`config.mk`:
```
export PLATFORM = sky130hd
export DESIGN_NAME = icache_refill_buf
export DESIGN_NICKNAME = d
export VERILOG_FILES = /design/src/source/icache_core_pkg.sv /design/src/source/icache_mem_pkg.sv /design/src/source/icache_refill_buf.sv
export VERILOG_INCLUDE_DIRS = /design/src /design/src/source
export SDC_FILE = /design/constraint.sdc
export NUM_CORES = 1
export LEC_CHECK = 0
export ABC_AREA = 0
export BUFFER_PORTS_ARGS = -buffer_cell sky130_fd_sc_hd__buf_4
export CAP_MARGIN = 10
export CORE_AREA = 2 2 257 259
export CTS_BUF_LIST = sky130_fd_sc_hd__clkbuf_4 sky130_fd_sc_hd__clkbuf_8
export DETAILED_ROUTE_END_ITERATION = 6
export DIE_AREA = 0 0 259 261
export MAX_ROUTING_LAYER = met4
export RECOVER_POWER = 100
export REMOVE_ABC_BUFFERS = 1
export SYNTH_ARGS = -nofsm -noshare
export SYNTH_HDL_FRONTEND = slang
export SYNTH_SLANG_ARGS = --single-unit
```
`constraint.sdc`:
```
create_clock -name clk -period 11.8 [get_ports clk]
set_input_delay 0.59 -clock clk [delete_from_list [all_inputs] [get_ports clk]]
set_output_delay 0.59 -clock clk [all_outputs]
set_load 0.02 [all_outputs]
```
`src/source/icache_defs.svh`:
```
`ifndef ICACHE_DEFS_SVH
`define ICACHE_DEFS_SVH

// Cache geometry.
`define ICACHE_WAYS        4
`define ICACHE_SETS        16
`define ICACHE_LINE_WORDS  16

// Word address split as tag | index | offset.
`define ICACHE_ADDR_W      32
`define ICACHE_OFS_W       4
`define ICACHE_IDX_W       4
`define ICACHE_TAG_W       (`ICACHE_ADDR_W - `ICACHE_IDX_W - `ICACHE_OFS_W)

`define ICACHE_WORD_W      32  // Instruction word.
`define ICACHE_LEN_W       8   // Burst length minus one.
`define ICACHE_OP_W        3   // Cache operation code.

`endif

```
`src/source/icache_core_pkg.sv`:
```
`include "icache_defs.svh"

package icache_core_pkg;

    typedef logic [`ICACHE_ADDR_W-1:0] addr_t;      // Word address.
    typedef logic [`ICACHE_WORD_W-1:0] word_t;
    typedef logic [`ICACHE_TAG_W-1:0]  tag_t;
    typedef logic [`ICACHE_IDX_W-1:0]  index_t;
    typedef logic [`ICACHE_OFS_W-1:0]  offset_t;
    typedef logic [`ICACHE_WAYS-1:0]   way_mask_t;  // One bit per way.

    // Only instruction-cache codes are listed.
    typedef enum logic [`ICACHE_OP_W-1:0] {
        op_store_tag = 3'd0,
        op_index_inv = 3'd1,
        op_hit_inv   = 3'd2
    } cacheop_t;

    typedef struct packed {
        addr_t    addr;
        logic     uncache;
        logic     exception;  // Translation fault from the fetch stage.
        logic     cacop_en;
        cacheop_t op;
    } fetch_req_t;

    typedef enum logic [1:0] {
        st_idle,
        st_lookup,
        st_replace,
        st_refill
    } fsm_state_t;

endpackage

```
`src/source/icache_mem_pkg.sv`:
```
`include "icache_defs.svh"

package icache_mem_pkg;

    typedef logic [`ICACHE_ADDR_W-1:0] mem_addr_t;
    typedef logic [`ICACHE_WORD_W-1:0] mem_data_t;
    typedef logic [`ICACHE_LEN_W-1:0]  mem_len_t;  // Beats minus one.

    typedef struct packed {
        mem_addr_t addr;
        mem_len_t  len;
    } mem_req_t;

    // One beat of read data.
    typedef struct packed {
        mem_data_t data;
        logic      last;
    } mem_beat_t;

endpackage

```
`src/source/icache_refill_buf.sv`:
```
`timescale 1ns/1ps
`include "icache_defs.svh"

module icache_refill_buf
    import icache_core_pkg::*;
    import icache_mem_pkg::*;
(
    input  logic       clk,
    input  logic       rstn,
    input  logic       mem_beat_valid,
    input  mem_beat_t  mem_beat,
    input  logic       mem_beat_ready,
    input  fetch_req_t cur,
    input  logic       sel_line,
    input  word_t      hit_word,
    output logic       fill_done,
    output word_t      line [`ICACHE_LINE_WORDS],
    output word_t      rdata
);

    logic    beat_take;
    offset_t beat_cnt;
    word_t   req_word;  // Word asked for by the current fetch.

    assign beat_take = mem_beat_valid && mem_beat_ready;

    always_ff @(posedge clk) begin
        if (!rstn) begin
            beat_cnt  <= '0;
            fill_done <= 1'b0;
        end else begin
            fill_done <= beat_take && mem_beat.last;  // Result goes out the cycle after.
            if (beat_take) begin
                beat_cnt <= mem_beat.last ? '0 : beat_cnt + 1'b1;
            end
        end
    end

    // Oldest beat ends up in word zero.
    always_ff @(posedge clk) begin
        if (beat_take) begin
            for (int i = 0; i < `ICACHE_LINE_WORDS - 1; i++) begin
                line[i] <= line[i+1];
            end
            line[`ICACHE_LINE_WORDS-1] <= mem_beat.data;
            if (cur.uncache || beat_cnt == cur.addr[`ICACHE_OFS_W-1:0]) begin
                req_word <= mem_beat.data;
            end
        end
    end

    assign rdata = sel_line ? req_word : hit_word;

endmodule

```
* Yosys cells after proc, flatten, opt, wreduce, memory -nomap -nowiden
Cells that the tools add are included.
Storage, ports and cells: register bits 549, logic and storage cells 27, bits of input ports 108, output and inout port bits 545
Cells by class: $add $sub $neg 1, mux-type cells 2, equality and inequality tests 1, reduce and logical (&&, ||, !) cells 4
Operators with widths (count):
- 32-bit two-way mux | 1
- 4-bit by 1-bit adder with 4-bit output, second input constant | 1
- 4-bit equality test | 1
- 4-bit two-way mux | 1
- 1-bit logical AND | 2
- 2-bit AND reduction | 1
- 1-bit logical OR | 1

* Depth between registers and ports, before layout
word-level depth 3, mapped depth 4, mapped depth without buffers 4

* Worst setup path before layout
OpenSTA, ideal clock, no wires.
kind in2reg, start input mem_beat_valid, end register fill_done, arrival time 11420 ps, slack 264 ps, cell stages on the path 3, data required time 11684 ps, path buffers 0, setup time 116 ps, cells stage by stage nand2_2 inv_1 and3_1
Between the ends: word-level cells in the longest chain between the ends 2
RTL lines:
- start, declared | RTL line icache_refill_buf.sv:10 | input logic mem_beat_valid,
- 1-bit logical AND | RTL line icache_refill_buf.sv:25 | assign beat_take = mem_beat_valid && mem_beat_ready;
- named net beat_take | RTL line icache_refill_buf.sv:21 | logic beat_take;
- 1-bit logical AND | RTL line icache_refill_buf.sv:32 | fill_done <= beat_take && mem_beat.last;
- end signal, assigned | RTL line icache_refill_buf.sv:32
- end, declared | RTL line icache_refill_buf.sv:16 | output logic fill_done,
The timed path passes the listed nets, and every way through them passes these cells. A chain may end at the register's enable or synchronous reset.

* Worst setup path after layout
start input mem_beat_valid, end register line[406] (netlist name), enable pin
Between the ends: word-level cells in the longest chain between the ends 1
RTL lines:
- 1-bit logical AND | RTL line icache_refill_buf.sv:25
- named net beat_take | RTL line icache_refill_buf.sv:21
- end signal, assigned by index | RTL line icache_refill_buf.sv:43 | line[i] <= line[i+1];
- end signal, assigned by index | RTL line icache_refill_buf.sv:45 | line[`ICACHE_LINE_WORDS-1] <= mem_beat.data;
- end, declared | RTL line icache_refill_buf.sv:17 | output word_t line [`ICACHE_LINE_WORDS],
The timed path passes the listed nets, and every way through them passes these cells.

==> results.yml <==
status:
  status: "complete, but fails checks"
  failed_checks: "capacitance limit, slew limit"
power:
  power.share.sequential_pct: 54.9
  power.share.switching_pct: 22.9
  net_switching_component_of_the_power_w: 0.000945
  cell_internal_pwr_w: 0.00319
  finalPower_w: 0.00413
  share_comb_of_total_power_pct: 5.3
  p_clk_share_pct: 39.8
  total_leakage_power_nw: 7.23
  worst_ir_drop_vdd_mv: 0.0907
  power_density_nw_per_um2: 184
routing:
  post-route-drc-count: 0
  num_vias: 8750
  drtPass1Iterations: 6
  route.detailed.vias_per_inst: 3.89
  antenna_violating_nets_post_route: 0
  detail_route.iter0.violations: 540
  routed_wirelength_um: 42100
  detail_route.wl_per_cell_um: 18.7
worst_hold_path:
  hold_depth: 1
  worst_hold_startpoint: "mem_beat[21]"
  worstHoldPathType: "in -> reg"
  whs_endpoint: "req_word[20]$_DFFE_PP_"
placed_design:
  place_hpwl_um: 30100
  gp_routability_congestion: 0.869
  buffer_ports.inserted: 619
timing:
  skew_ns: 0.0258
  timing_max_transition_violations_final: 160
  setup_tns_ns: 0
  max_clock_freq_mhz: 165
  finalCritPeriodShare_pct: 51.5
  tightestPinTransition_ns: 4.02
  setup-violations-final: 0
  hold_violations_final: 0
  relSlewSlack_pct: -170
  rsz0062_at_grt: "no"
  final.min_clock_period_ns: 6.07
die:
  die_x_um: 259
  initial_utilization_pct: 26.1
  io-pin-count: 653
  die_area_um2: 67600
  num_rows: 94
  chip_height_um: 261
  design.core.area_um2: 65000
cts:
  cts_tree: "yes"
  post_cts_hold_buffer_count: 0
  tritoncts_num_sinks: 549
  post_cts.repair.setup_buffers: 0
  clk_root_buffer_cell: "sky130_fd_sc_hd__clkbuf_8"
  cts.clk_slew.worst_paths_ns: 0.06
  clock_buffer_count_from_cts: 91
  clk-insertion-delay-late_ns: 0.67
  cts-resized-gates: 0
  cts_buffer_depth: 3
  ctsHtreeMaxLevel: 3
worst_setup_path:
  worst-r2r-cell-count: 3
  cp-start-kind: "input port"
  cp.arrival_ns: 6.23
  critPathKind: "in -> reg"
  crit-reg2reg-capture: "req_word[16]$_DFFE_PP_"
  reg2reg_setup_slack_ns: 8.29
  crit_path_max_fanout: 192
  critical_path_required_ns: 11.95
  endpoint_kind: "register"
  start_of_the_worst_register_to_register_path: "beat_cnt[0]$_SDFFE_PN0P_"
yosys:
  distinct_cells_synth: 25
  async_s_r_ff_share_synth_pct: 0
  synth.top_cells.by_area: "sky130_fd_sc_hd__edfxtp_1, sky130_fd_sc_hd__mux2_2, sky130_fd_sc_hd__dfxtp_1, sky130_fd_sc_hd__xnor2_1, sky130_fd_sc_hd__buf_2"
  postSynthRegisterBits: 549
  syn-mean-instance-area_um2: 27.9
  most_frequent_cell_after_synthesis: "sky130_fd_sc_hd__edfxtp_1"
  post-synth-top-area-fraction_pct: 96.1
  seq_area_frac_synth_pct: 96.7
  ys_warn_count: 0
  synthTopCellsByCount: "sky130_fd_sc_hd__edfxtp_1, sky130_fd_sc_hd__mux2_2, sky130_fd_sc_hd__dfxtp_1"
  synthesis.area_um2: 17000
  ys.flop_type: "sky130_fd_sc_hd__edfxtp_1"
  synth-edff-count: 544
  synth.largest_area_cell: "sky130_fd_sc_hd__edfxtp_1"
  postSynthCellCount: 610
grt:
  grt_remaining_overflow: 0
  antenna_found_initial: 4
  first_global_vias: 9114
  wire_length_of_the_first_global_routing_pass_um: 58700
  grt_start_max_net_pins: 193
  grt_use_total_pct: 12.0
final_layout:
  final_net_count: 1431
  final_layout_size_suffix_gt1_share_pct: 17.2
  areaGrowthSynthToFinish_pct: 32.1
job:
  max_cap_violations: 3
sequential cells by signal (all words and copies together) (netlist names):
register / count
line: 512
req_word: 32
beat_cnt: 4
fill_done: 1
power by group through the flow:
stage / logic (W) / clock network (W) / registers [W]
floorplan: 0.0000460 / 0 / 0.00241
global placement: 0.000281 / 0 / 0.00230
detailed placement: 0.000283 / 0 / 0.00231
CTS: 0.000283 / 0.00172 / 0.00227
global route: 0.000233 / 0.00179 / 0.00228
finish: 0.000220 / 0.00164 / 0.00227
how the worst max path moves through the flow:
stage | startpoint | to | slack [ns] | cells after the start
after floorplan | mem_beat_valid | fill_done$_SDFF_PN0_ | 0.26 | 3
after global placement | mem_beat_valid | line[475]$_DFFE_PP_ | 8.18 | 5
after detailed placement | mem_beat_valid | line[475]$_DFFE_PP_ | 8.05 | 5
after CTS | mem_beat_valid | line[239]$_DFFE_PP_ | 8.82 | 5
after global routing | mem_beat_valid | line[490]$_DFFE_PP_ | 5.25 | 5
final | mem_beat_valid | line[406]$_DFFE_PP_ | 5.73 | 5
per-layer routing:
| layer | global-route usage [%] | vias to the layer above | part of all wire [%] |
|---|---|---|---|
| li1 | - | 3930 | - |
| met1 | 13.5 | 4333 | 39 |
| met2 | 19.7 | 396 | 51 |
| met3 | 3.84 | 91 | 7.9 |
| met4 | 5.25 | 0 | 3.0 |
| met5 | - | - | 0 |
placed cells by master, fill, tap and decap left out:
cell type,count
sky130_fd_sc_hd__and3_1,1
sky130_fd_sc_hd__nand2_1,2
sky130_fd_sc_hd__a31oi_1,1
sky130_fd_sc_hd__dfxtp_1,5
sky130_fd_sc_hd__clkinv_1,17
sky130_fd_sc_hd__nand3_1,1
sky130_fd_sc_hd__mux2_1,2
sky130_fd_sc_hd__a21boi_0,3
sky130_fd_sc_hd__a41oi_1,1
sky130_fd_sc_hd__clkbuf_4,52
sky130_fd_sc_hd__buf_12,1
sky130_fd_sc_hd__clkbuf_8,91
sky130_fd_sc_hd__clkinvlp_4,3
sky130_fd_sc_hd__a21oi_1,1
sky130_fd_sc_hd__inv_8,2
sky130_fd_sc_hd__o21ai_0,2
sky130_fd_sc_hd__clkbuf_1,555
sky130_fd_sc_hd__xnor2_1,4
sky130_fd_sc_hd__buf_4,45
sky130_fd_sc_hd__clkinv_2,7
sky130_fd_sc_hd__edfxtp_1,544
sky130_fd_sc_hd__inv_12,2
sky130_fd_sc_hd__mux2_2,30
sky130_fd_sc_hd__bufinv_16,4
sky130_fd_sc_hd__nand4b_1,1
sky130_fd_sc_hd__nor2_1,2
sky130_fd_sc_hd__or4_1,1
sky130_fd_sc_hd__ha_1,1
sky130_fd_sc_hd__nor2b_1,1
sky130_fd_sc_hd__clkinv_8,1
sky130_fd_sc_hd__diode_2,1
sky130_fd_sc_hd__or4b_1,1
sky130_fd_sc_hd__nor4bb_1,1
sky130_fd_sc_hd__clkinvlp_2,1
logic make-up after synthesis:
kind of cell	after synthesis	share of synthesized area (%)
AO/OA/AOI/OAI	8	0.309
adder cells (fa/ha/maj)	1	0.0736
multiplexers	32	2.12
flip-flops	549	96.7
AND/OR/NAND/NOR	11	0.420
XOR/XNOR	4	0.206
buffers and inverters	5	0.132
cell type report:
type	count	area, um^2
Antenna cell	1	2.50
Tap cell	864	1080
Sequential cell	549	16400
Inverter	1	5.00
Fill cell	6579	42600
Clock inverter	36	313
Clock buffer	121	1480
Multi-Input combinational cell	56	529
Timing Repair Buffer	623	2610
stage by stage:
step	utilization [%]	setup slack, ns	hold slack, ns	area [um^2]	std cells
after floorplan	-	0.264	0.478	17000	606
after global placement	35.0	8.18	0.430	22800	2093
after detailed placement	35.0	8.05	0.433	22800	2093
after CTS	37.7	8.82	0.0133	24500	2250
after global routing	34.5	5.25	0.0525	22500	2251
final	34.5	5.73	0.133	22500	2251
critical path, stage by stage:
cell	delay (ns)
sky130_fd_sc_hd__clkbuf_1	0.10
sky130_fd_sc_hd__nand2_1	0.21
sky130_fd_sc_hd__clkinvlp_2	3.01
sky130_fd_sc_hd__buf_4	1.50
sky130_fd_sc_hd__buf_12	0.38
Note: power is estimated with default switching activity, not from simulation.
