[src/source/icache_defs.svh]
`ifndef ICACHE_DEFS_SVH
`define ICACHE_DEFS_SVH

// Cache geometry.
`define ICACHE_WAYS        4
`define ICACHE_SETS        16
`define ICACHE_LINE_WORDS  16

// Word address split as tag | index | offset.
`define ICACHE_ADDR_W      32
`define ICACHE_OFS_W       4
`define ICACHE_IDX_W       4
`define ICACHE_TAG_W       (`ICACHE_ADDR_W - `ICACHE_IDX_W - `ICACHE_OFS_W)

`define ICACHE_WORD_W      32  // Instruction word.
`define ICACHE_LEN_W       8   // Burst length minus one.
`define ICACHE_OP_W        3   // Cache operation code.

`endif

[src/source/icache_core_pkg.sv]
`include "icache_defs.svh"

package icache_core_pkg;

    typedef logic [`ICACHE_ADDR_W-1:0] addr_t;      // Word address.
    typedef logic [`ICACHE_WORD_W-1:0] word_t;
    typedef logic [`ICACHE_TAG_W-1:0]  tag_t;
    typedef logic [`ICACHE_IDX_W-1:0]  index_t;
    typedef logic [`ICACHE_OFS_W-1:0]  offset_t;
    typedef logic [`ICACHE_WAYS-1:0]   way_mask_t;  // One bit per way.

    // Only instruction-cache codes are listed.
    typedef enum logic [`ICACHE_OP_W-1:0] {
        op_store_tag = 3'd0,
        op_index_inv = 3'd1,
        op_hit_inv   = 3'd2
    } cacheop_t;

    typedef struct packed {
        addr_t    addr;
        logic     uncache;
        logic     exception;  // Translation fault from the fetch stage.
        logic     cacop_en;
        cacheop_t op;
    } fetch_req_t;

    typedef enum logic [1:0] {
        st_idle,
        st_lookup,
        st_replace,
        st_refill
    } fsm_state_t;

endpackage

[src/source/icache_mem_pkg.sv]
`include "icache_defs.svh"

package icache_mem_pkg;

    typedef logic [`ICACHE_ADDR_W-1:0] mem_addr_t;
    typedef logic [`ICACHE_WORD_W-1:0] mem_data_t;
    typedef logic [`ICACHE_LEN_W-1:0]  mem_len_t;  // Beats minus one.

    typedef struct packed {
        mem_addr_t addr;
        mem_len_t  len;
    } mem_req_t;

    // One beat of read data.
    typedef struct packed {
        mem_data_t data;
        logic      last;
    } mem_beat_t;

endpackage

[src/source/icache_main_fsm.sv]
`timescale 1ns/1ps
`include "icache_defs.svh"

module icache_main_fsm
    import icache_core_pkg::*;
    import icache_mem_pkg::*;
(
    input  logic       clk,
    input  logic       rstn,
    input  logic       req_valid,
    input  fetch_req_t cur,
    input  logic       is_op_clear_index,
    input  logic       is_op_clear_hit,
    input  way_mask_t  hit,
    input  way_mask_t  victim,
    input  logic       init_done,
    input  logic       mem_req_ready,
    input  logic       fill_done,
    output logic       cache_ready,
    input  logic       req_take,
    output way_mask_t  tag_we,
    output way_mask_t  data_we,
    output logic       valid_clear,
    output logic       rr_advance,
    output logic       mem_req_valid,
    output mem_req_t   mem_req,
    output logic       mem_beat_ready,
    output logic       data_valid,
    output logic       sel_line
);

    fsm_state_t state;
    fsm_state_t state_nxt;
    logic       any_hit;
    logic       done_in_lookup;
    way_mask_t  index_way;
    addr_t      line_addr;

    assign any_hit   = |hit;
    assign index_way = way_mask_t'(1'b1) << cur.addr[1:0];  // Way from low address bits.
    assign line_addr = {cur.addr[`ICACHE_ADDR_W-1:`ICACHE_OFS_W], {`ICACHE_OFS_W{1'b0}}};

    // Ops and cached hits finish in LOOKUP.
    assign done_in_lookup = is_op_clear_index || is_op_clear_hit
                            || (!cur.uncache && any_hit);

    always_ff @(posedge clk) begin
        if (!rstn) begin
            state <= st_idle;
        end else begin
            state <= state_nxt;
        end
    end

    always_comb begin
        state_nxt = state;
        case (state)
            st_idle: begin
                if (req_take) state_nxt = st_lookup;
            end
            st_lookup: begin
                if (cur.exception) begin
                    state_nxt = st_idle;
                end else if (done_in_lookup) begin
                    state_nxt = req_valid ? st_lookup : st_idle;  // Ready is high here.
                end else begin
                    state_nxt = st_replace;
                end
            end
            st_replace: begin
                if (mem_req_ready) state_nxt = st_refill;
            end
            st_refill: begin
                if (fill_done) state_nxt = req_valid ? st_lookup : st_idle;
            end
            default: state_nxt = st_idle;
        endcase
    end

    // Request fields are held for the whole miss.
    always_comb begin
        mem_req.addr = cur.uncache ? cur.addr : line_addr;
        mem_req.len  = cur.uncache ? '0 : mem_len_t'(`ICACHE_LINE_WORDS - 1);
    end

    always_comb begin
        cache_ready    = 1'b0;
        tag_we         = '0;
        data_we        = '0;
        valid_clear    = 1'b0;
        rr_advance     = 1'b0;
        mem_req_valid  = 1'b0;
        mem_beat_ready = 1'b0;
        data_valid     = 1'b0;
        sel_line       = 1'b0;
        case (state)
            st_idle: begin
                cache_ready = init_done;  // Held off during the valid sweep.
            end
            st_lookup: begin
                if (cur.exception) begin
                    data_valid = 1'b0;
                end else if (is_op_clear_index) begin
                    valid_clear = 1'b1;
                    tag_we      = index_way;
                    data_valid  = 1'b1;
                    cache_ready = 1'b1;
                end else if (is_op_clear_hit) begin
                    valid_clear = 1'b1;
                    tag_we      = hit;
                    data_valid  = 1'b1;
                    cache_ready = 1'b1;
                end else if (!cur.uncache && any_hit) begin
                    data_valid  = 1'b1;
                    cache_ready = 1'b1;
                end
            end
            st_replace: begin
                mem_req_valid = 1'b1;
            end
            st_refill: begin
                mem_beat_ready = 1'b1;
                sel_line       = 1'b1;
                if (fill_done) begin
                    if (!cur.uncache) begin
                        tag_we     = victim;
                        data_we    = victim;
                        rr_advance = 1'b1;
                    end
                    data_valid  = 1'b1;
                    cache_ready = 1'b1;
                end
            end
            default: cache_ready = 1'b0;
        endcase
    end

endmodule

[config.mk]
export PLATFORM = sky130hd
export DESIGN_NAME = icache_main_fsm
export DESIGN_NICKNAME = d
export VERILOG_FILES = /design/src/source/icache_core_pkg.sv /design/src/source/icache_mem_pkg.sv /design/src/source/icache_main_fsm.sv
export VERILOG_INCLUDE_DIRS = /design/src /design/src/source
export SDC_FILE = /design/constraint.sdc
export NUM_CORES = 1
export LEC_CHECK = 0
export BUFFER_PORTS_ARGS = -buffer_cell sky130_fd_sc_hd__buf_4
export CORE_MARGIN = 1.5
export CORE_UTILIZATION = 29
export CTS_CLUSTER_SIZE = 10
export DETAILED_ROUTE_END_ITERATION = 12
export PLACE_DENSITY = 0.85
export SLEW_MARGIN = 20
export SYNTH_ARGS = -nofsm -noshare
export SYNTH_HDL_FRONTEND = slang
export SYNTH_SLANG_ARGS = --single-unit
[constraint.sdc]
create_clock -name clk -period 3.1 [get_ports clk]
set_clock_uncertainty 0.2 [all_clocks]
set_input_delay 0.62 -clock clk [delete_from_list [all_inputs] [get_ports clk]]
set_output_delay 0.62 -clock clk [all_outputs]
set_load 0.1 [all_outputs]
Yosys cells after proc, flatten, opt, wreduce, memory -nomap -nowiden
Index checks and enable logic that the tools add are counted.

storage, ports and cells
  flip-flop bits (word level) = 2
  input port bits = 55
  output and inout bits = 55
  word-level logic and storage cells = 47

operators by class
  eq/ne operators = 6
  shifts and indexed selects = 1
  multiplexer cells = 32
  reduce and logical (&&, ||, !) cells = 7

operators with widths
  cell                 count
  $mux 4               8
  $mux 1               15
  $mux 2               5
  $pmux 2 s4           1
  $pmux 4 s2           1
  $ne 2x2->1 const B   3
  $eq 2x2->1 const B   2
  $reduce_or 4->1      1
  $shl 1x2->4 const A  1
  $pmux 1 s3           1
  $reduce_and 3->1     1
  $eq 2x1->1 const B   1
  $logic_not 2->1      1
  $logic_or 1x1->1     2
  $pmux 1 s2           1
  $logic_and 1x1->1    1
  $logic_not 1->1      1

Longest topological paths before layout
Gate-level depths: netlist (run 1).

  depth after elaboration = 7
  gate-level depth with buffers = 4
  depth with buffers taken out = 3

Worst setup path before layout (run 1)
Ideal clock, no wire load.

  path type = in2out
  from = input port cur[5] (netlist name)
  to = output port tag_we[0]
  arrival time = 3.322 ns
  required time = 2.280 ns
  setup slack = -1.042 ns
  cell stages on the path = 3
  path buffers = 0
  cell sequence = and4b_1 and2_1 o21bai_1

on the way
  cells in the longest elaborated chain, start to end = 3

ends and longest elaborated chain
  element          RTL line                text
  start, declared  icache_main_fsm.sv:11   input fetch_req_t cur,
  $mux 4           icache_main_fsm.sv:125  if (!cur.uncache) begin
  $mux 4           icache_main_fsm.sv:124  if (fill_done) begin
  $pmux 4 s2       icache_main_fsm.sv:96   case (state)
  end, declared    icache_main_fsm.sv:21   output way_mask_t tag_we,

Every way passes these cells.

Worst setup path after layout (run 1)
  from = input port hit[0]
  to = output port cache_ready

on the way
  cells in the longest elaborated chain, start to end = 7

ends and longest elaborated chain
  element            RTL line                text
  start, declared    icache_main_fsm.sv:14   input way_mask_t hit,
  $reduce_or 4->1    icache_main_fsm.sv:39   assign any_hit = |hit;
  $logic_and 1x1->1  icache_main_fsm.sv:113  end else if (!cur.uncache && any_hit) begin
  $mux 1             icache_main_fsm.sv:113
  $mux 1             icache_main_fsm.sv:108  end else if (is_op_clear_hit) begin
  $mux 1             icache_main_fsm.sv:103  end else if (is_op_clear_index) begin
  $mux 1             icache_main_fsm.sv:101  if (cur.exception) begin
  $pmux 1 s3         icache_main_fsm.sv:96
  end, declared      icache_main_fsm.sv:19   output logic cache_ready,

Every way passes these cells.

==> results.toml, run 1 <==
[outcome]
status = "completed"

[layout]
drive_gt1_frac = 0.592
layout_common_cells = "buf_4, and2_1, inv_1, a21oi_1"
areaGrowthSynthToFinish_pct = 23.2
diodes = 0
final_core_util = 0.390
final_cells = 130
final_common_cell = "buf_4"
final_nets = 160
nFillCells = 228

[synthesis]
synth_area_sq_um = 641
synth-seq-cells = 2
yosysWarnings = 0
syn_area_per_cell_sq_um = 7.12
seq_area_frac_synth = 0.0625
synth_cells = 90
synth_cell_type_count = 27

[timing]
finalCritPeriodShare = 0.892
grt_setup_unrepaired = "no"
fmax_mhz = 362
tns_ps = 0
finalHoldViolations = 0
final.hold.worst_slack_ps = 366
setup_viol = 0
min_period_ps = 2770
drv_slew = 0

[die]
die_x_um = 50
core_sq_um = 2020
pin_count = 110
initial_core_util = 0.317
die-area_sq_um = 2500
row_count = 16
dieHeight_um = 50

[power_and_ir_drop]
powerDensity_nw_per_um2 = 320
ir_drop_mv = 0.182
p_total_uw = 253
cellLeakagePower_uw = 0.000422

[setup_path]
r2r_start = "state[0]"
worstRegToRegCells = 3
required_ps = 2280
path_class = "input pin to output pin"
end_kind = "output pin"
worstPathMaxFanout = 3
cp-start-kind = "input pin"
slowest_delay_ps = 570
crit_path_end = "cache_ready"
rrSetupSlack_ps = 1490
critPathLaunch = "hit[0]"
worstPathCellList = "buf_4, or4_1, a21oi_1, a221oi_2, buf_4"
crit_slowest_cell = "or4_1"
timing.critical_path.mode_cell = "buf_4"
worstPathArrival_ps = 1950

[clocking]
numCtsBuffers = 3
cts_buffer_depth = 2
hold_buffers = 0
htreeDepth = 1
clk_pin_slew_worst_paths_ps = 30
ctsRootBufferMaster = "clkbuf_4"
clk_latency_ps = 220
clock-sinks = 2
cts-resized-gates = 0
cts_tree = "yes"
post-cts-setup-buffers = 0

[place]
dp_cells = 127
gp_congestion = 0.770
port_buffers = 45
dp_hpwl_um = 1360

[global_route]
grt_pass1_wl_um = 2350
grt_usage = 0.120
grt_overflow = 0
grt_max_degree = 11
antenna_found_initial = 0
grt_pass1_vias = 585

[drt]
final_antenna_net_count = 0
routed_via_density = 4.66
vias = 606
drtPass1Iterations = 2
avgRoutedWirePerCell_um = 12.5
drt_iter0_drc = 6
wirelength_um = 1620
drcViolationCount = 0

[min_path]
holdPathStages = 1
hold_class = "register to register"

[job]
cap_violations = 0
## layout make-up
cell class | count | area [sq um] | area share
tap | 27 | 33.8 | 0.0428
multi-input combinational | 48 | 337 | 0.426
clock buffer | 3 | 22.5 | 0.0285
inverter | 5 | 18.8 | 0.0238
timing repair buffer | 45 | 338 | 0.428
sequential | 2 | 40.0 | 0.0507
## worst max-delay path: cells and delay by family
kind | cells | cell delay (ps)
AOI/OAI and AO/OA | 2 | 390
and+or+nand+nor | 1 | 570
buffers and inverters | 2 | 360
## logic make-up (layout without fill, tap and decap cells)
kind of cell	after synthesis	after routing	share of synthesized area
compound gates	20	20	0.213
simple gates	23	23	0.225
other cells	1	4	0.00585
buf+inv	43	53	0.477
mux	1	1	0.0176
flops	2	2	0.0625
## metrics by stage
| step | cell area [sq um] | setup WS (ps) |
|---|---|---|
| 2_1_floorplan | 682 | -421 |
| 3_3_place_gp | 767 | 348 |
| 4_1_cts | 790 | 327 |
| 6_report | 790 | 335 |
| 3_5_place_dp | 767 | 324 |
| 5_1_grt | 790 | 301 |
## how the worst min path moves through the flow
stage	end	slack, ps	from
finish	state[0]	370	state[0]
global route	state[0]	380	state[0]
CTS	state[0]	360	state[0]
detailed placement	state[0]	350	state[0]
global placement	state[0]	340	state[0]
floorplan	state[0]	350	state[0]
## per-layer routing
layer / vias up / routed length, um / GRT usage
met1: 281 / 533 / 0.111
met2: 29 / 863 / 0.221
met4: 0 / 35 / 0.0833
met3: 10 / 190 / 0.0333
met5: - / 0 / 0
li1: 286 / - / -
## cell usage after synthesis
cell type / number / area (sq um)
buf_4: 36 / 270
nand2_1: 4 / 15.0
and4b_1: 1 / 10.0
nor3b_1: 2 / 15.0
inv_1: 5 / 18.8
a21boi_2: 1 / 11.3
and3_1: 1 / 6.26
buf_2: 1 / 5.00
and3b_1: 1 / 8.76
and2b_1: 1 / 7.51
o21ai_0: 3 / 15.0
mux2_2: 1 / 11.3
o21bai_1: 4 / 30.0
nor2_1: 2 / 7.51
a211o_1: 1 / 8.76
or4_1: 1 / 7.51
dfxtp_1: 2 / 40.0
or4b_1: 1 / 10.0
a31oi_1: 1 / 6.26
o21ba_2: 1 / 10.0
a221oi_1: 1 / 8.76
buf_6: 1 / 11.3
a2bb2oi_1: 1 / 8.76
conb_1: 1 / 3.75
and2_1: 9 / 56.3
a22oi_1: 1 / 7.51
a21oi_1: 6 / 30.0
## power breakdown
| part | total (uW) | internal [uW] | switching (uW) |
|---|---|---|---|
| clock | 55.6 | 42.6 | 13.0 |
| combinational | 167 | 43.4 | 123 |
| sequential | 30.4 | 27.4 | 3.07 |
| total | 253 | 113 | 139 |
(Power assumes the default switching activity.)
==> run 2, diff against run 1 <==
Settings changed: ABC_AREA from default to 1, CORE_UTILIZATION 29 to 30, PLACE_DENSITY 0.85 to 0.87.
==> run 2 against run 1 <==
- cell area grew 11%
- highest routed layer unchanged
- utilization up 4.7 points
- first-iteration DRC count rose by 17%
- total power up 6.6%
- hold slack worse by 9.8 ps
- sequential share of layout area is 0.50 points lower
==> results.toml, run 2 <==
[clocking]
clk_latency_ps = 220
cts_buffer_depth = 2
htreeDepth = 1
clock-sinks = 2
cts-resized-gates = 0
post-cts-setup-buffers = 0
hold_buffers = 0
numCtsBuffers = 3
clk_pin_slew_worst_paths_ps = 30
ctsRootBufferMaster = "clkbuf_4"
cts_tree = "yes"

[layout]
final_nets = 181
layout_common_cells = "buf_4, inv_1, nand2_1, nor2_1, o21ai_0"
nFillCells = 207
areaGrowthSynthToFinish_pct = 34.4
final-seq-area_sq_um = 40.0
diodes = 0
final_core_util = 0.438
multi_input_area_sq_um = 357
drive_gt1_frac = 0.524
final_common_cell = "buf_4"

[global_route]
grt_pass1_wl_um = 2660
antenna_found_initial = 0
grt_pass1_vias = 621
grt_overflow = 0
grt_max_degree = 9
grt_usage = 0.142

[min_path]
hold_class = "register to register"
holdPathStages = 2

[setup_path]
timing.critical_path.mode_cell = "buf_4"
critical_path.top_delay_family = "buffers and inverters"
required_ps = 2280
worstPathMaxFanout = 8
path_class = "input pin to output pin"
worstRegToRegCells = 5
cp-start-kind = "input pin"
worst-path-stages = 6
worstPathCellList = "buf_4, inv_1, nor3_4, inv_4, o22ai_4, buf_4"
crit_slowest_cell = "buf_4"
slowest_delay_ps = 310
cp.buffers_inverters = 4
worstPathArrival_ps = 1660
end_kind = "output pin"

[synthesis]
synth_cells = 109
synth-edff-count = 0
synth_area_sq_um = 652
synth_simple_gate_area_frac = 0.246
syn_area_per_cell_sq_um = 5.98
synth.area.mux_share = 0
synthFlopType = "dfxtp_1"
synth_top_area_cell = "buf_4"
synth_compound_area_frac = 0.152
synthArstFlopShare = 0
netlist_top_cells_area = "buf_4, inv_1, nand2_1, nor2_1, dfxtp_1"
synth_common_cells = "buf_4, inv_1, nand2_1"
yosys.area_share.adder = 0
synth_top_area_share = 0.415
synth-seq-cells = 2
synth_cell_type_count = 19
seq_area_frac_synth = 0.0614
synth_top_family_by_area = "buffers and inverters"
yosys.area_share.xor_xnor = 0
yosysWarnings = 0
synth_most_common_cell = "buf_4"

[drt]
vias = 657
drt_iter0_drc = 7
top_layer_used = "met4"
met1_length_um = 531
route.met3.wl_um = 177
drcViolationCount = 0
routed_via_density = 4.35
dr_wl_met2_um = 973
drtPass1Iterations = 4
final_antenna_net_count = 0
avgRoutedWirePerCell_um = 11.4
wirelength_um = 1720

[outcome]
status = "completed"

[place]
gp_congestion = 0.720
pre_cts_slack_ps = 609
dp_hpwl_um = 1520
port_buffers = 45

[die]
pin_count = 110
core_sq_um = 2000
die_x_um = 49.6
die-area_sq_um = 2460
initial_core_util = 0.326
dieHeight_um = 49.6
row_count = 16

[timing]
setup_viol = 0
finalCritPeriodShare = 0.801
fmax_mhz = 403
drv_slew = 0
grt_setup_unrepaired = "no"
layout_setup_ws_ps = 618
min_period_ps = 2480
finalHoldViolations = 0

[power_and_ir_drop]
pwr-share-clk = 0.213
pwr-share-seq = 0.111
p_switching_uw = 154
p_int_uw = 115
ir_drop_mv = 0.150
cellLeakagePower_uw = 0.000483
powerDensity_nw_per_um2 = 308
swShare = 0.573
combPwrFrac = 0.676

[job]
cap_violations = 0
==> run 2: layout make-up <==
class | instances | area share
clock buffer | 3 | 0.0257
inverter | 21 | 0.0971
multi-input combinational | 53 | 0.407
sequential | 2 | 0.0457
tap | 27 | 0.0386
timing repair buffer | 45 | 0.386
==> run 2: worst paths after layout <==
check,startpoint,endpoint,slack [ps]
worst max-delay path,fill_done,tag_we[1],620
worst min register to register,register,register,360
worst max register to register,state[0],state[0],1870
worst min-delay path,register,register,360
==> run 2: kinds of logic after synthesis <==
group	count (synthesis)
other	1
AO/OA/AOI/OAI	14
flip-flops	2
AND/OR/NAND/NOR	35
buffers and inverters	57
==> run 2: metrics by stage <==
stage | cell area, sq um | hold slack [ps] | std cells | setup TNS, ps | power [uW]
floorplan | 752 | 310 | 112 | -952 | 343
global placement | 853 | 339 | 148 | 0 | 211
detailed placement | 853 | 348 | 148 | 0 | 213
CTS | 876 | 354 | 151 | 0 | 273
global route | 876 | 380 | 151 | 0 | 285
finish | 876 | 356 | 151 | 0 | 269
==> run 2: layer usage <==
| metal | track usage | vias to the layer above |
|---|---|---|
| met2 | 0.258 | 41 |
| met4 | 0.116 | 0 |
| met1 | 0.131 | 281 |
| li1 | - | 325 |
| met5 | 0 | - |
| met3 | 0.0364 | 10 |
==> run 2: power groups by stage <==
stage	Sequential, uW	Clock (uW)	Combinational, uW
finish	29.8	57.5	182
detailed placement	30.2	0	182
global placement	29.9	0	181
floorplan	29.7	0	314
CTS	29.8	61.0	183
global route	30.2	64.0	191
==> run 2: worst min-delay path: cells and delay by family (launching register included) <==
kind               cells  cell delay (ps)
DFF                    1              340
AOI/OAI and AO/OA      2              160
