<file path="config.mk">
export PLATFORM = sky130hd
export DESIGN_NAME = icache_req_buf
export DESIGN_NICKNAME = d
export VERILOG_FILES = /design/src/source/icache_core_pkg.sv /design/src/source/icache_req_buf.sv
export VERILOG_INCLUDE_DIRS = /design/src /design/src/source
export SDC_FILE = /design/constraint.sdc
export NUM_CORES = 1
export LEC_CHECK = 0
export BUFFER_PORTS_ARGS = -buffer_cell sky130_fd_sc_hd__buf_2
export CAP_MARGIN = 40
export CORE_MARGIN = 3
export CORE_UTILIZATION = 43
export CTS_CLUSTER_SIZE = 24
export DETAILED_ROUTE_END_ITERATION = 10
export GPL_TIMING_DRIVEN = 0
export PLACE_DENSITY = 0.9
export RECOVER_POWER = 25
export SLEW_MARGIN = 20
export SYNTH_ARGS = -nofsm -noshare
export SYNTH_HDL_FRONTEND = slang
export SYNTH_SLANG_ARGS = --single-unit
</file>
<file path="constraint.sdc">
create_clock -name clk -period 4 [get_ports clk]
set_input_delay 0.4 -clock clk [delete_from_list [all_inputs] [get_ports clk]]
set_output_delay 0.4 -clock clk [all_outputs]
set_load 0.01 [all_outputs]
</file>
<file path="src/source/icache_defs.svh">
`ifndef ICACHE_DEFS_SVH
`define ICACHE_DEFS_SVH

// Cache geometry.
`define ICACHE_WAYS        4
`define ICACHE_SETS        16
`define ICACHE_LINE_WORDS  16

// Word address split as tag | index | offset.
`define ICACHE_ADDR_W      32
`define ICACHE_OFS_W       4
`define ICACHE_IDX_W       4
`define ICACHE_TAG_W       (`ICACHE_ADDR_W - `ICACHE_IDX_W - `ICACHE_OFS_W)

`define ICACHE_WORD_W      32  // Instruction word.
`define ICACHE_LEN_W       8   // Burst length minus one.
`define ICACHE_OP_W        3   // Cache operation code.

`endif

</file>
<file path="src/source/icache_core_pkg.sv">
`include "icache_defs.svh"

package icache_core_pkg;

    typedef logic [`ICACHE_ADDR_W-1:0] addr_t;      // Word address.
    typedef logic [`ICACHE_WORD_W-1:0] word_t;
    typedef logic [`ICACHE_TAG_W-1:0]  tag_t;
    typedef logic [`ICACHE_IDX_W-1:0]  index_t;
    typedef logic [`ICACHE_OFS_W-1:0]  offset_t;
    typedef logic [`ICACHE_WAYS-1:0]   way_mask_t;  // One bit per way.

    // Only instruction-cache codes are listed.
    typedef enum logic [`ICACHE_OP_W-1:0] {
        op_store_tag = 3'd0,
        op_index_inv = 3'd1,
        op_hit_inv   = 3'd2
    } cacheop_t;

    typedef struct packed {
        addr_t    addr;
        logic     uncache;
        logic     exception;  // Translation fault from the fetch stage.
        logic     cacop_en;
        cacheop_t op;
    } fetch_req_t;

    typedef enum logic [1:0] {
        st_idle,
        st_lookup,
        st_replace,
        st_refill
    } fsm_state_t;

endpackage

</file>
<file path="src/source/icache_req_buf.sv">
`timescale 1ns/1ps
`include "icache_defs.svh"

module icache_req_buf
    import icache_core_pkg::*;
(
    input  logic       clk,
    input  logic       rstn,
    input  logic       req_valid,
    input  fetch_req_t req,
    input  logic       cache_ready,
    output logic       req_take,
    output fetch_req_t cur,
    output index_t     lookup_index,
    output logic       is_op_clear_index,
    output logic       is_op_clear_hit
);

    logic op_index_kind;
    logic op_hit_kind;

    assign req_take = req_valid && cache_ready;

    // Other op codes target the data cache and fall through as fetches.
    assign op_index_kind = req.cacop_en && (req.op == op_store_tag || req.op == op_index_inv);
    assign op_hit_kind   = req.cacop_en && (req.op == op_hit_inv);

    // Arrays are read on the accept edge so tags are ready in LOOKUP.
    assign lookup_index = req_take ? req.addr[`ICACHE_OFS_W +: `ICACHE_IDX_W]
                                   : cur.addr[`ICACHE_OFS_W +: `ICACHE_IDX_W];

    always_ff @(posedge clk) begin
        if (req_take) begin
            cur <= req;
        end
    end

    always_ff @(posedge clk) begin
        if (!rstn) begin
            is_op_clear_index <= 1'b0;
            is_op_clear_hit   <= 1'b0;
        end else if (req_take) begin
            is_op_clear_index <= op_index_kind;
            is_op_clear_hit   <= op_hit_kind;
        end
    end

endmodule

</file>
After elaboration in Yosys (flattened, before gate mapping). Cells that the tools add are included.

Register bits: 40. Input port bits: 42. Output and inout bits: 45. Logic and storage cells: 15.

Equality and inequality tests: 2. Multiplexer cells: 1. Reduce and logical (&&, ||, !) cells: 5.

Operators with widths (number): 4-bit two-way mux (1); 3-bit by 1-bit equality test with 1-bit output, second input constant (1); 3-bit by 2-bit equality test with 1-bit output, second input constant (1); 1-bit logical AND (3); 3-bit zero test (1); 1-bit logical OR (1).

Depth between registers and ports, before layout. Gate-level depths: netlist of the first run.

Depth after elaboration: 3. Gate-level depth with buffers: 3. Mapped depth without buffers: 3.

Least setup slack after synthesis of the first run. OpenSTA, ideal clock, no wires.

Path type: input -> output. Start: input port req_valid. End: output port req_take. Arrival time: 1.351 ns. Data required time: 3.600 ns. Slack: 2.249 ns. Stages: 2. Buffers on the path: 0. Cells stage by stage: nand2_2 -> inv_1.

Cells in the longest elaborated chain, start to end: 1.

RTL lines: start, declared (RTL line icache_req_buf.sv:9) `input logic req_valid,`; 1-bit logical AND (RTL line icache_req_buf.sv:22) `assign req_take = req_valid && cache_ready;`; end, declared (RTL line icache_req_buf.sv:12) `output logic req_take,`.

Every way passes these cells.

Worst setup path in the final report of the first run. Same ends and word-level chain as after synthesis.

==> results of run 1 <==
==> cell type report <==
class,instances,area (um^2)
clock buffers,5,37.5
clock inverters,2,7.51
fillers,209,1010
inverters,2,7.51
repair buffers,86,430
flip-flops and latches,40,1180
well taps,31,38.8
multi-input cells,12,113
==> flip-flops by register name, indices dropped and copies added, names as in the netlist <==
name               count
cur                   38
is_op_clear_hit        1
is_op_clear_index      1
==> final timing paths <==
path | end | depth (start not counted)
worst min register to register | is_op_clear_hit | 2
worst max register to register | is_op_clear_index | 2
worst min-delay path | cur[15] | 1
worst max-delay path | req_take | 4
==> where the power goes <==
group	internal [mW]	switching (mW)	total [mW]
sequential	0.488	0.00686	0.495
combinational	0.0396	0.0443	0.0839
clock	0.0614	0.105	0.167
total	0.589	0.157	0.746
==> logic make-up (layout without fill, tap and decap cells) <==
| group | after synthesis | count (layout) | share of synthesized area |
|---|---|---|---|
| AO/OA/AOI/OAI | 2 | 2 | 0.0115 |
| buffers and inverters | 2 | 95 | 0.00577 |
| flip-flops | 40 | 40 | 0.908 |
| multiplexers | 4 | 4 | 0.0462 |
| AND/OR/NAND/NOR | 6 | 6 | 0.0289 |
==> critical path: stages <==
cell and delay (ps):
buf_2 110, nand2_2 130, inv_2 610, buf_2 260
==> metal layers <==
layer / vias up / GRT usage
li1: 397 / -
met1: 386 / 0.147
met2: 57 / 0.250
met3: 2 / 0.0545
met4: 0 / 0.0743
met5: - / 0
==> per-stage QoR <==
stage               power [mW]  hold slack, ps  instances  utilization
floorplan                0.537             490         54            -
global placement         0.586             455        171        0.626
detailed placement       0.590             469        171        0.626
CTS                      0.757             228        178        0.642
global route             0.787             212        178        0.642
finish                   0.746             248        178        0.642
==> synthesized netlist by cell type <==
cell / n / area share
edfxtp_1: 38 / 0.88
mux2_4: 4 / 0.046
dfxtp_1: 2 / 0.031
inv_1: 2 / 0.0058
nand2_1: 2 / 0.0058
nand4b_1: 2 / 0.013
nand2_2: 1 / 0.0048
nand2b_1: 1 / 0.0048
o22ai_1: 1 / 0.0048
o32ai_1: 1 / 0.0067
==> impl_metrics.py, run 1 <==
metrics = {
    "clock_tree": {
        "insertion_delay_ps": 320,
        "cts_resized": 0,
        "htree_num_levels": 2,
        "clockBufferDepth": 2,
        "clock-sinks": 40,
        "cts_made_buffers": 5,
        "cts_setup_buffers": 0,
        "cts_hold_buf": 0,
        "clock-root-buffer": "clkbuf_4",
        "cts_tree": "yes",
        "path_clk_slew_ps": 100,
    },
    "critical_path": {
        "crit_path_start": "req_valid",
        "r2r_start": "is_op_clear_index",
        "cp-start-kind": "primary input",
        "crit_path_max_fanout": 41,
        "crit_required_ps": 3600,
        "path_class": "primary input to output port",
        "cp_data_arrival_time_ps": 1530,
        "end_kind": "output port",
        "r2r_slack_ps": 3400,
    },
    "finish": {
        "syn_to_final_growth_pct": 39.5,
        "fin_nets": 189,
        "n_antenna_cell": 0,
        "stdcell_area_um2": 1820,
        "layout_common_cells": "86 x buf_2, 38 x edfxtp_1, 5 x clkbuf_4",
        "layout_commonest_cell": "buf_2",
        "drive_gt1_frac": 0.660,
    },
    "timing": {
        "rsz0062_at_grt": "no",
        "setup_viol": 0,
        "fin_skew_ps": 0,
        "fin_crit_ps": 1930,
        "maxSlewViolCount": 0,
        "hold_viol_final": 0,
        "post-route-period-util": 0.482,
        "fmax_mhz": 519,
        "tns_ps": 0,
        "fin_ws_ps": 2070,
        "worst_slew_pin_slew_ps": 794,
        "slew_headroom": 0.470,
    },
    "synthesis": {
        "seq_area_frac_synth": 0.908,
        "syn_area_per_cell_um2": 24.1,
        "ys_ff_latch": 40,
        "syn_nets": 96,
        "yosysWarnings": 0,
        "syn-cell-area_um2": 1300,
        "yosys.cell_types.count": 10,
        "synth_cells": 54,
    },
    "global_route": {
        "grt.overflow.total": 0,
        "grt_pass1_vias": 776,
        "grt_start_max_net_pins": 42,
        "grt_use_total": 0.142,
        "grt_first_pass_wirelength_mm": 3.66,
        "antenna_found_initial": 0,
    },
    "detailed_routing": {
        "routed_wl_mm": 2.71,
        "wl_met3_um": 337,
        "vias": 842,
        "dr_wl_met2_mm": 1.46,
        "wl_met1_um": 889,
        "highest_layer": "met4",
        "postRouteAntennaNets": 0,
        "vias_per_cell": 4.73,
        "drtIter0Drc": 52,
        "drt-pass1-iter-count": 4,
        "wl_per_cell_um": 15.2,
        "remaining_drc_errors": 0,
    },
    "floorplanning": {
        "start_util": 0.460,
        "floorplan.die_area_um2": 3720,
        "ioPinCount": 87,
        "fp.coreArea_um2": 2830,
        "die_y_um": 61.0,
        "die_w_um": 61.0,
        "rows": 19,
    },
    "place": {
        "globalplace.congestion": 0.667,
        "placed_cell_area_um2": 1770,
        "portBuffers": 86,
        "dp_worst_setup_slack_ps": 2090,
        "dpl.hpwl_mm": 2.16,
    },
    "worst_hold_path": {
        "worstHoldPathType": "primary input to flop",
        "min-delay-start": "req[15]",
    },
    "power": {
        "p_leak_nw": 0.799,
        "ir_drop_v": 0.000160,
        "power_density_nw_per_um2": 411,
    },
    "job": {
        "cap_violations": 0,
    },
    "status": {
        "outcome": "finished, final reports clean",
    },
}
Power figures use the tool's default switching activity.
==> run 2, diff against run 1 <==
Settings changed: CORE_UTILIZATION 43 to 36, PLACE_DENSITY 0.9 to 0.81.
Clock period 4 ns to 1.7 ns, I/O delays scaled along.
==> impl_metrics.py, run 2 (synthesized netlist as in run 1, its figures left out) <==
metrics = {
    "power": {
        "ir_drop_v": 0.000385,
        "p_total_mw": 1.87,
        "p_leak_nw": 0.933,
        "power_density_nw_per_um2": 858,
    },
    "critical_path": {
        "end_kind": "output port",
        "cp_data_arrival_time_ps": 1300,
        "path_cells": "buf_2 -> nand2_2 -> inv_2 -> buf_2",
        "crit_required_ps": 1530,
        "cp-start-kind": "primary input",
        "crit_path_max_fanout": 41,
        "path_common_cell": "buf_2",
        "r2r_slack_ps": 1090,
        "max_stage_delay_ps": 610,
        "cp_slowest_cell": "inv_2",
        "r2r_start": "is_op_clear_hit",
        "path_class": "primary input to output port",
        "crit_path_start": "req_valid",
    },
    "status": {
        "outcome": "finished, final reports clean",
    },
    "global_route": {
        "grt_start_max_net_pins": 42,
        "grt.overflow.total": 0,
        "grt_first_pass_wirelength_mm": 4.33,
        "grt_pass1_vias": 921,
        "antenna_found_initial": 0,
        "grt_use_total": 0.141,
    },
    "timing": {
        "fmax_mhz": 680,
        "maxSlewViolCount": 0,
        "worst_slew_pin_slew_ps": 792,
        "fin_ws_ps": 230,
        "fin_crit_ps": 1470,
        "hold_viol_final": 0,
        "setup_viol": 0,
        "fin_hold_ws_ps": 38.9,
        "post-route-period-util": 0.865,
        "slew_headroom": 0.471,
        "fin_skew_ps": 0,
        "rsz0062_at_grt": "no",
    },
    "worst_hold_path": {
        "min-delay-start": "req[10]",
        "worstHoldPathType": "primary input to flop",
    },
    "finish": {
        "layout_commonest_cell": "buf_2",
        "layout_common_cells": "80 x buf_2, 38 x edfxtp_1, 35 x dlygate4sd3_1",
        "stdcell_area_um2": 2180,
        "fill_cells": 268,
        "largest_reg_flops": 38,
        "drive_gt1_frac": 0.511,
        "syn_to_final_growth_pct": 67.5,
        "instances_no_fill": 228,
        "n_antenna_cell": 0,
        "reg_top3": "cur x38, is_op_clear_hit x1, is_op_clear_index x1",
        "top_register": "cur",
        "fin_nets": 224,
    },
    "job": {
        "cap_violations": 0,
    },
    "detailed_routing": {
        "dr_wl_met2_mm": 2.12,
        "wl_met3_um": 426,
        "drtIter0Drc": 61,
        "wl_per_cell_um": 17.0,
        "drt-pass1-iter-count": 4,
        "wl_met1_mm": 1.26,
        "highest_layer": "met4",
        "vias": 1022,
        "vias_per_cell": 4.48,
        "routed_wl_mm": 3.88,
        "remaining_drc_errors": 0,
        "postRouteAntennaNets": 0,
    },
    "clock_tree": {
        "clockBufferDepth": 2,
        "path_clk_slew_ps": 100,
        "clock-sinks": 40,
        "insertion_delay_ps": 340,
        "cts_resized": 0,
        "cts_made_buffers": 5,
        "cts_tree": "yes",
        "clock-root-buffer": "clkbuf_4",
        "htree_num_levels": 2,
    },
    "place": {
        "placed_cell_area_um2": 1790,
        "dp_worst_setup_slack_ps": 220,
        "portBuffers": 86,
        "globalplace.congestion": 0.693,
        "placedCellCount": 186,
    },
    "floorplanning": {
        "die_w_um": 66.1,
        "rows": 21,
        "floorplan.die_area_um2": 4370,
        "ioPinCount": 87,
        "start_util": 0.381,
        "fp.coreArea_um2": 3420,
        "die_y_um": 66.1,
    },
}
## run 2: metrics by stage
stage               utilization  setup TNS [ps]
global placement          0.524           -4900
finish                    0.638               0
CTS                       0.593               0
floorplan                     -               0
detailed placement        0.524               0
global route              0.638               0
## run 2: metal layers
layer | vias to the layer above | global-route usage
li1 | 468 | -
met1 | 483 | 0.136
met2 | 65 | 0.248
met3 | 6 | 0.0629
met4 | 0 | 0.0761
met5 | - | 0
## run 2: repair_timing
action	in CTS	in global routing
hold buffers	19	16
buffers inserted	0	0
hold endpoints to repair	19	16
## run 2: layout make-up
type,instances,area (um^2),share of cell area
repair buffers,121,774,0.355
multi-input cells,12,113,0.0517
clock inverters,1,5.00,0.00230
flip-flops and latches,40,1180,0.542
clock buffers,6,41.3,0.0189
inverters,2,7.51,0.00344
well taps,46,57.6,0.0264
## run 2: path summary, 6_finish.rpt
check / to / cells past startpoint
worst max register to register: is_op_clear_hit / 2
worst max-delay path: req_take / 4
worst min-delay path: cur[10] / 1
worst min register to register: is_op_clear_index / 2
## run 2: critical path: cells and delay by family
kind,cells,cell delay [ps]
simple gates,1,130
buf+inv,3,990
## run 2: where the power goes
part,switching [mW],leakage (nW),internal [mW],total [mW]
clock network,0.282,0.0281,0.152,0.434
registers,0.0187,0.373,1.15,1.17
logic,0.125,0.532,0.144,0.270
total,0.425,0.933,1.45,1.87
==> run 3, diff against run 2 <==
Clock period 1.7 ns to 1.3 ns, I/O delays scaled along.
==> impl_metrics.py, run 3 (synthesized netlist as in run 1, its figures left out) <==
metrics = {
    "status": {
        "outcome": "finished, final reports clean",
    },
    "timing": {
        "fmax_mhz": 797,
        "fin_crit_ps": 1260,
        "hold_viol_final": 0,
        "rsz0062_at_grt": "yes",
        "fin_ws_ps": 44.9,
        "fin_skew_ps": 0,
        "post-route-period-util": 0.965,
        "setup_viol": 0,
        "slew_headroom": 0.700,
        "fin_hold_ws_ps": 105,
        "worst_slew_pin_slew_ps": 448,
        "maxSlewViolCount": 0,
    },
    "finish": {
        "fin_nets": 230,
        "n_antenna_cell": 0,
        "largest_reg_flops": 38,
        "drive_gt1_frac": 0.508,
        "syn_to_final_growth_pct": 74.7,
        "layout_commonest_cell": "buf_2",
        "reg_top3": "cur x38, is_op_clear_hit x1, is_op_clear_index x1",
        "stdcell_area_um2": 2270,
        "instances_no_fill": 235,
        "top_register": "cur",
        "fill_cells": 269,
        "layout_common_cells": "77 x buf_2, 38 x edfxtp_1, 38 x dlygate4sd3_1",
    },
    "clock_tree": {
        "clock-sinks": 40,
        "cts_tree": "yes",
        "cts_made_buffers": 5,
        "path_clk_slew_ps": 100,
        "clock-root-buffer": "clkbuf_4",
        "htree_num_levels": 2,
        "clockBufferDepth": 2,
        "insertion_delay_ps": 320,
    },
    "critical_path": {
        "crit_required_ps": 1170,
        "path_class": "flop to output port",
        "end_kind": "output port",
        "cp_data_arrival_time_ps": 1130,
        "crit_path_max_fanout": 2,
        "cp-start-kind": "flop",
    },
    "power": {
        "p_total_mw": 2.44,
        "p_sw_frac": 0.214,
        "p_leak_nw": 0.961,
        "internal_power_mw": 1.92,
        "power_density_nw_per_um2": 1080,
        "power.share.clock": 0.225,
        "ir_drop_v": 0.000741,
        "pwr-share-seq": 0.622,
        "power_switching_mw": 0.523,
        "comb_power_share": 0.153,
    },
    "floorplanning": {
        "start_util": 0.381,
        "floorplan.die_area_um2": 4370,
        "die_w_um": 66.1,
        "ioPinCount": 87,
        "die_y_um": 66.1,
        "fp.coreArea_um2": 3420,
        "rows": 21,
    },
    "detailed_routing": {
        "vias": 999,
        "drtIter0Drc": 84,
        "wl_per_cell_um": 13.8,
        "routed_wl_mm": 3.24,
        "drt-pass1-iter-count": 4,
        "postRouteAntennaNets": 0,
        "vias_per_cell": 4.25,
        "remaining_drc_errors": 0,
    },
    "global_route": {
        "grt_pass1_vias": 987,
        "grt_start_max_net_pins": 22,
        "antenna_found_initial": 0,
        "grt_first_pass_wirelength_mm": 4.73,
        "grt.overflow.total": 0,
        "grt_use_total": 0.155,
    },
    "job": {
        "cap_violations": 0,
    },
    "place": {
        "globalplace.congestion": 0.697,
        "placed_cell_area_um2": 1790,
        "portBuffers": 86,
        "dpl.hpwl_mm": 1.90,
        "placedCellCount": 186,
        "dp_worst_setup_slack_ps": -350,
    },
    "worst_hold_path": {
        "worstHoldPathType": "primary input to flop",
    },
}
run 3: changes by cell type in the layout (fill, tap and decap cells not counted), moves of 2 or more:
cell	change
buf_6	+5
buf_2	-3
dlygate4sd3_1	+3
clkinvlp_4	+2
run 3: repair_timing:
action / 4_1_cts / 5_1_grt
hold buffers: 38 / 0
setup endpoints to repair: 2 / 5
resized for setup: 3 / 4
buffers inserted: 1 / 0
cloned: 1 / 1
endpoints found under the hold margin: 38 / 0
run 3: power groups by stage:
stage                     clock network (mW)  logic [mW]  registers [mW]
after floorplan                            0      0.0527            1.60
after global placement                     0       0.253            1.55
after detailed placement                   0       0.260            1.55
after CTS                              0.578       0.360            1.52
after global routing                   0.642       0.407            1.53
final                                  0.549       0.375            1.52
run 3: path summary, 6_finish.rpt:
check	from	end	slack, ps	cells past startpoint
worst max-delay path	cur[12]	lookup_index[2]	40	2
worst min-delay path	rstn	is_op_clear_index	100	3
worst max register to register	is_op_clear_hit	is_op_clear_hit	660	2
worst min register to register	is_op_clear_index	is_op_clear_index	490	2
run 3: layer usage:
layer | GRT usage | wire [um]
met4 | 0.0533 | 54
met3 | 0.0493 | 200
met5 | 0 | 0
met2 | 0.289 | 1830
met1 | 0.160 | 1160
run 3: metrics by stage:
stage / TNS, ps / utilization
4_1_cts: 0 / 0.658
5_1_grt: -99.4 / 0.666
2_1_floorplan: 0 / -
3_3_place_gp: -10550 / 0.525
3_5_place_dp: -13960 / 0.525
6_report: 0 / 0.666
run 3: area by class of cell:
class	count	area [um^2]	share of cell area
Sequential cell	40	1180	0.520
Timing Repair inverter	2	12.5	0.00550
Clock buffer	7	45.0	0.0198
Tap cell	46	57.6	0.0253
Inverter	2	11.3	0.00495
Timing Repair Buffer	125	845	0.371
Multi-Input combinational cell	12	118	0.0517
Clock inverter	1	3.75	0.00165
run 3: worst max-delay path, cell delays in order (launching register included):
cell	delay (ps)
edfxtp_1	400
mux2_4	280
buf_6	120
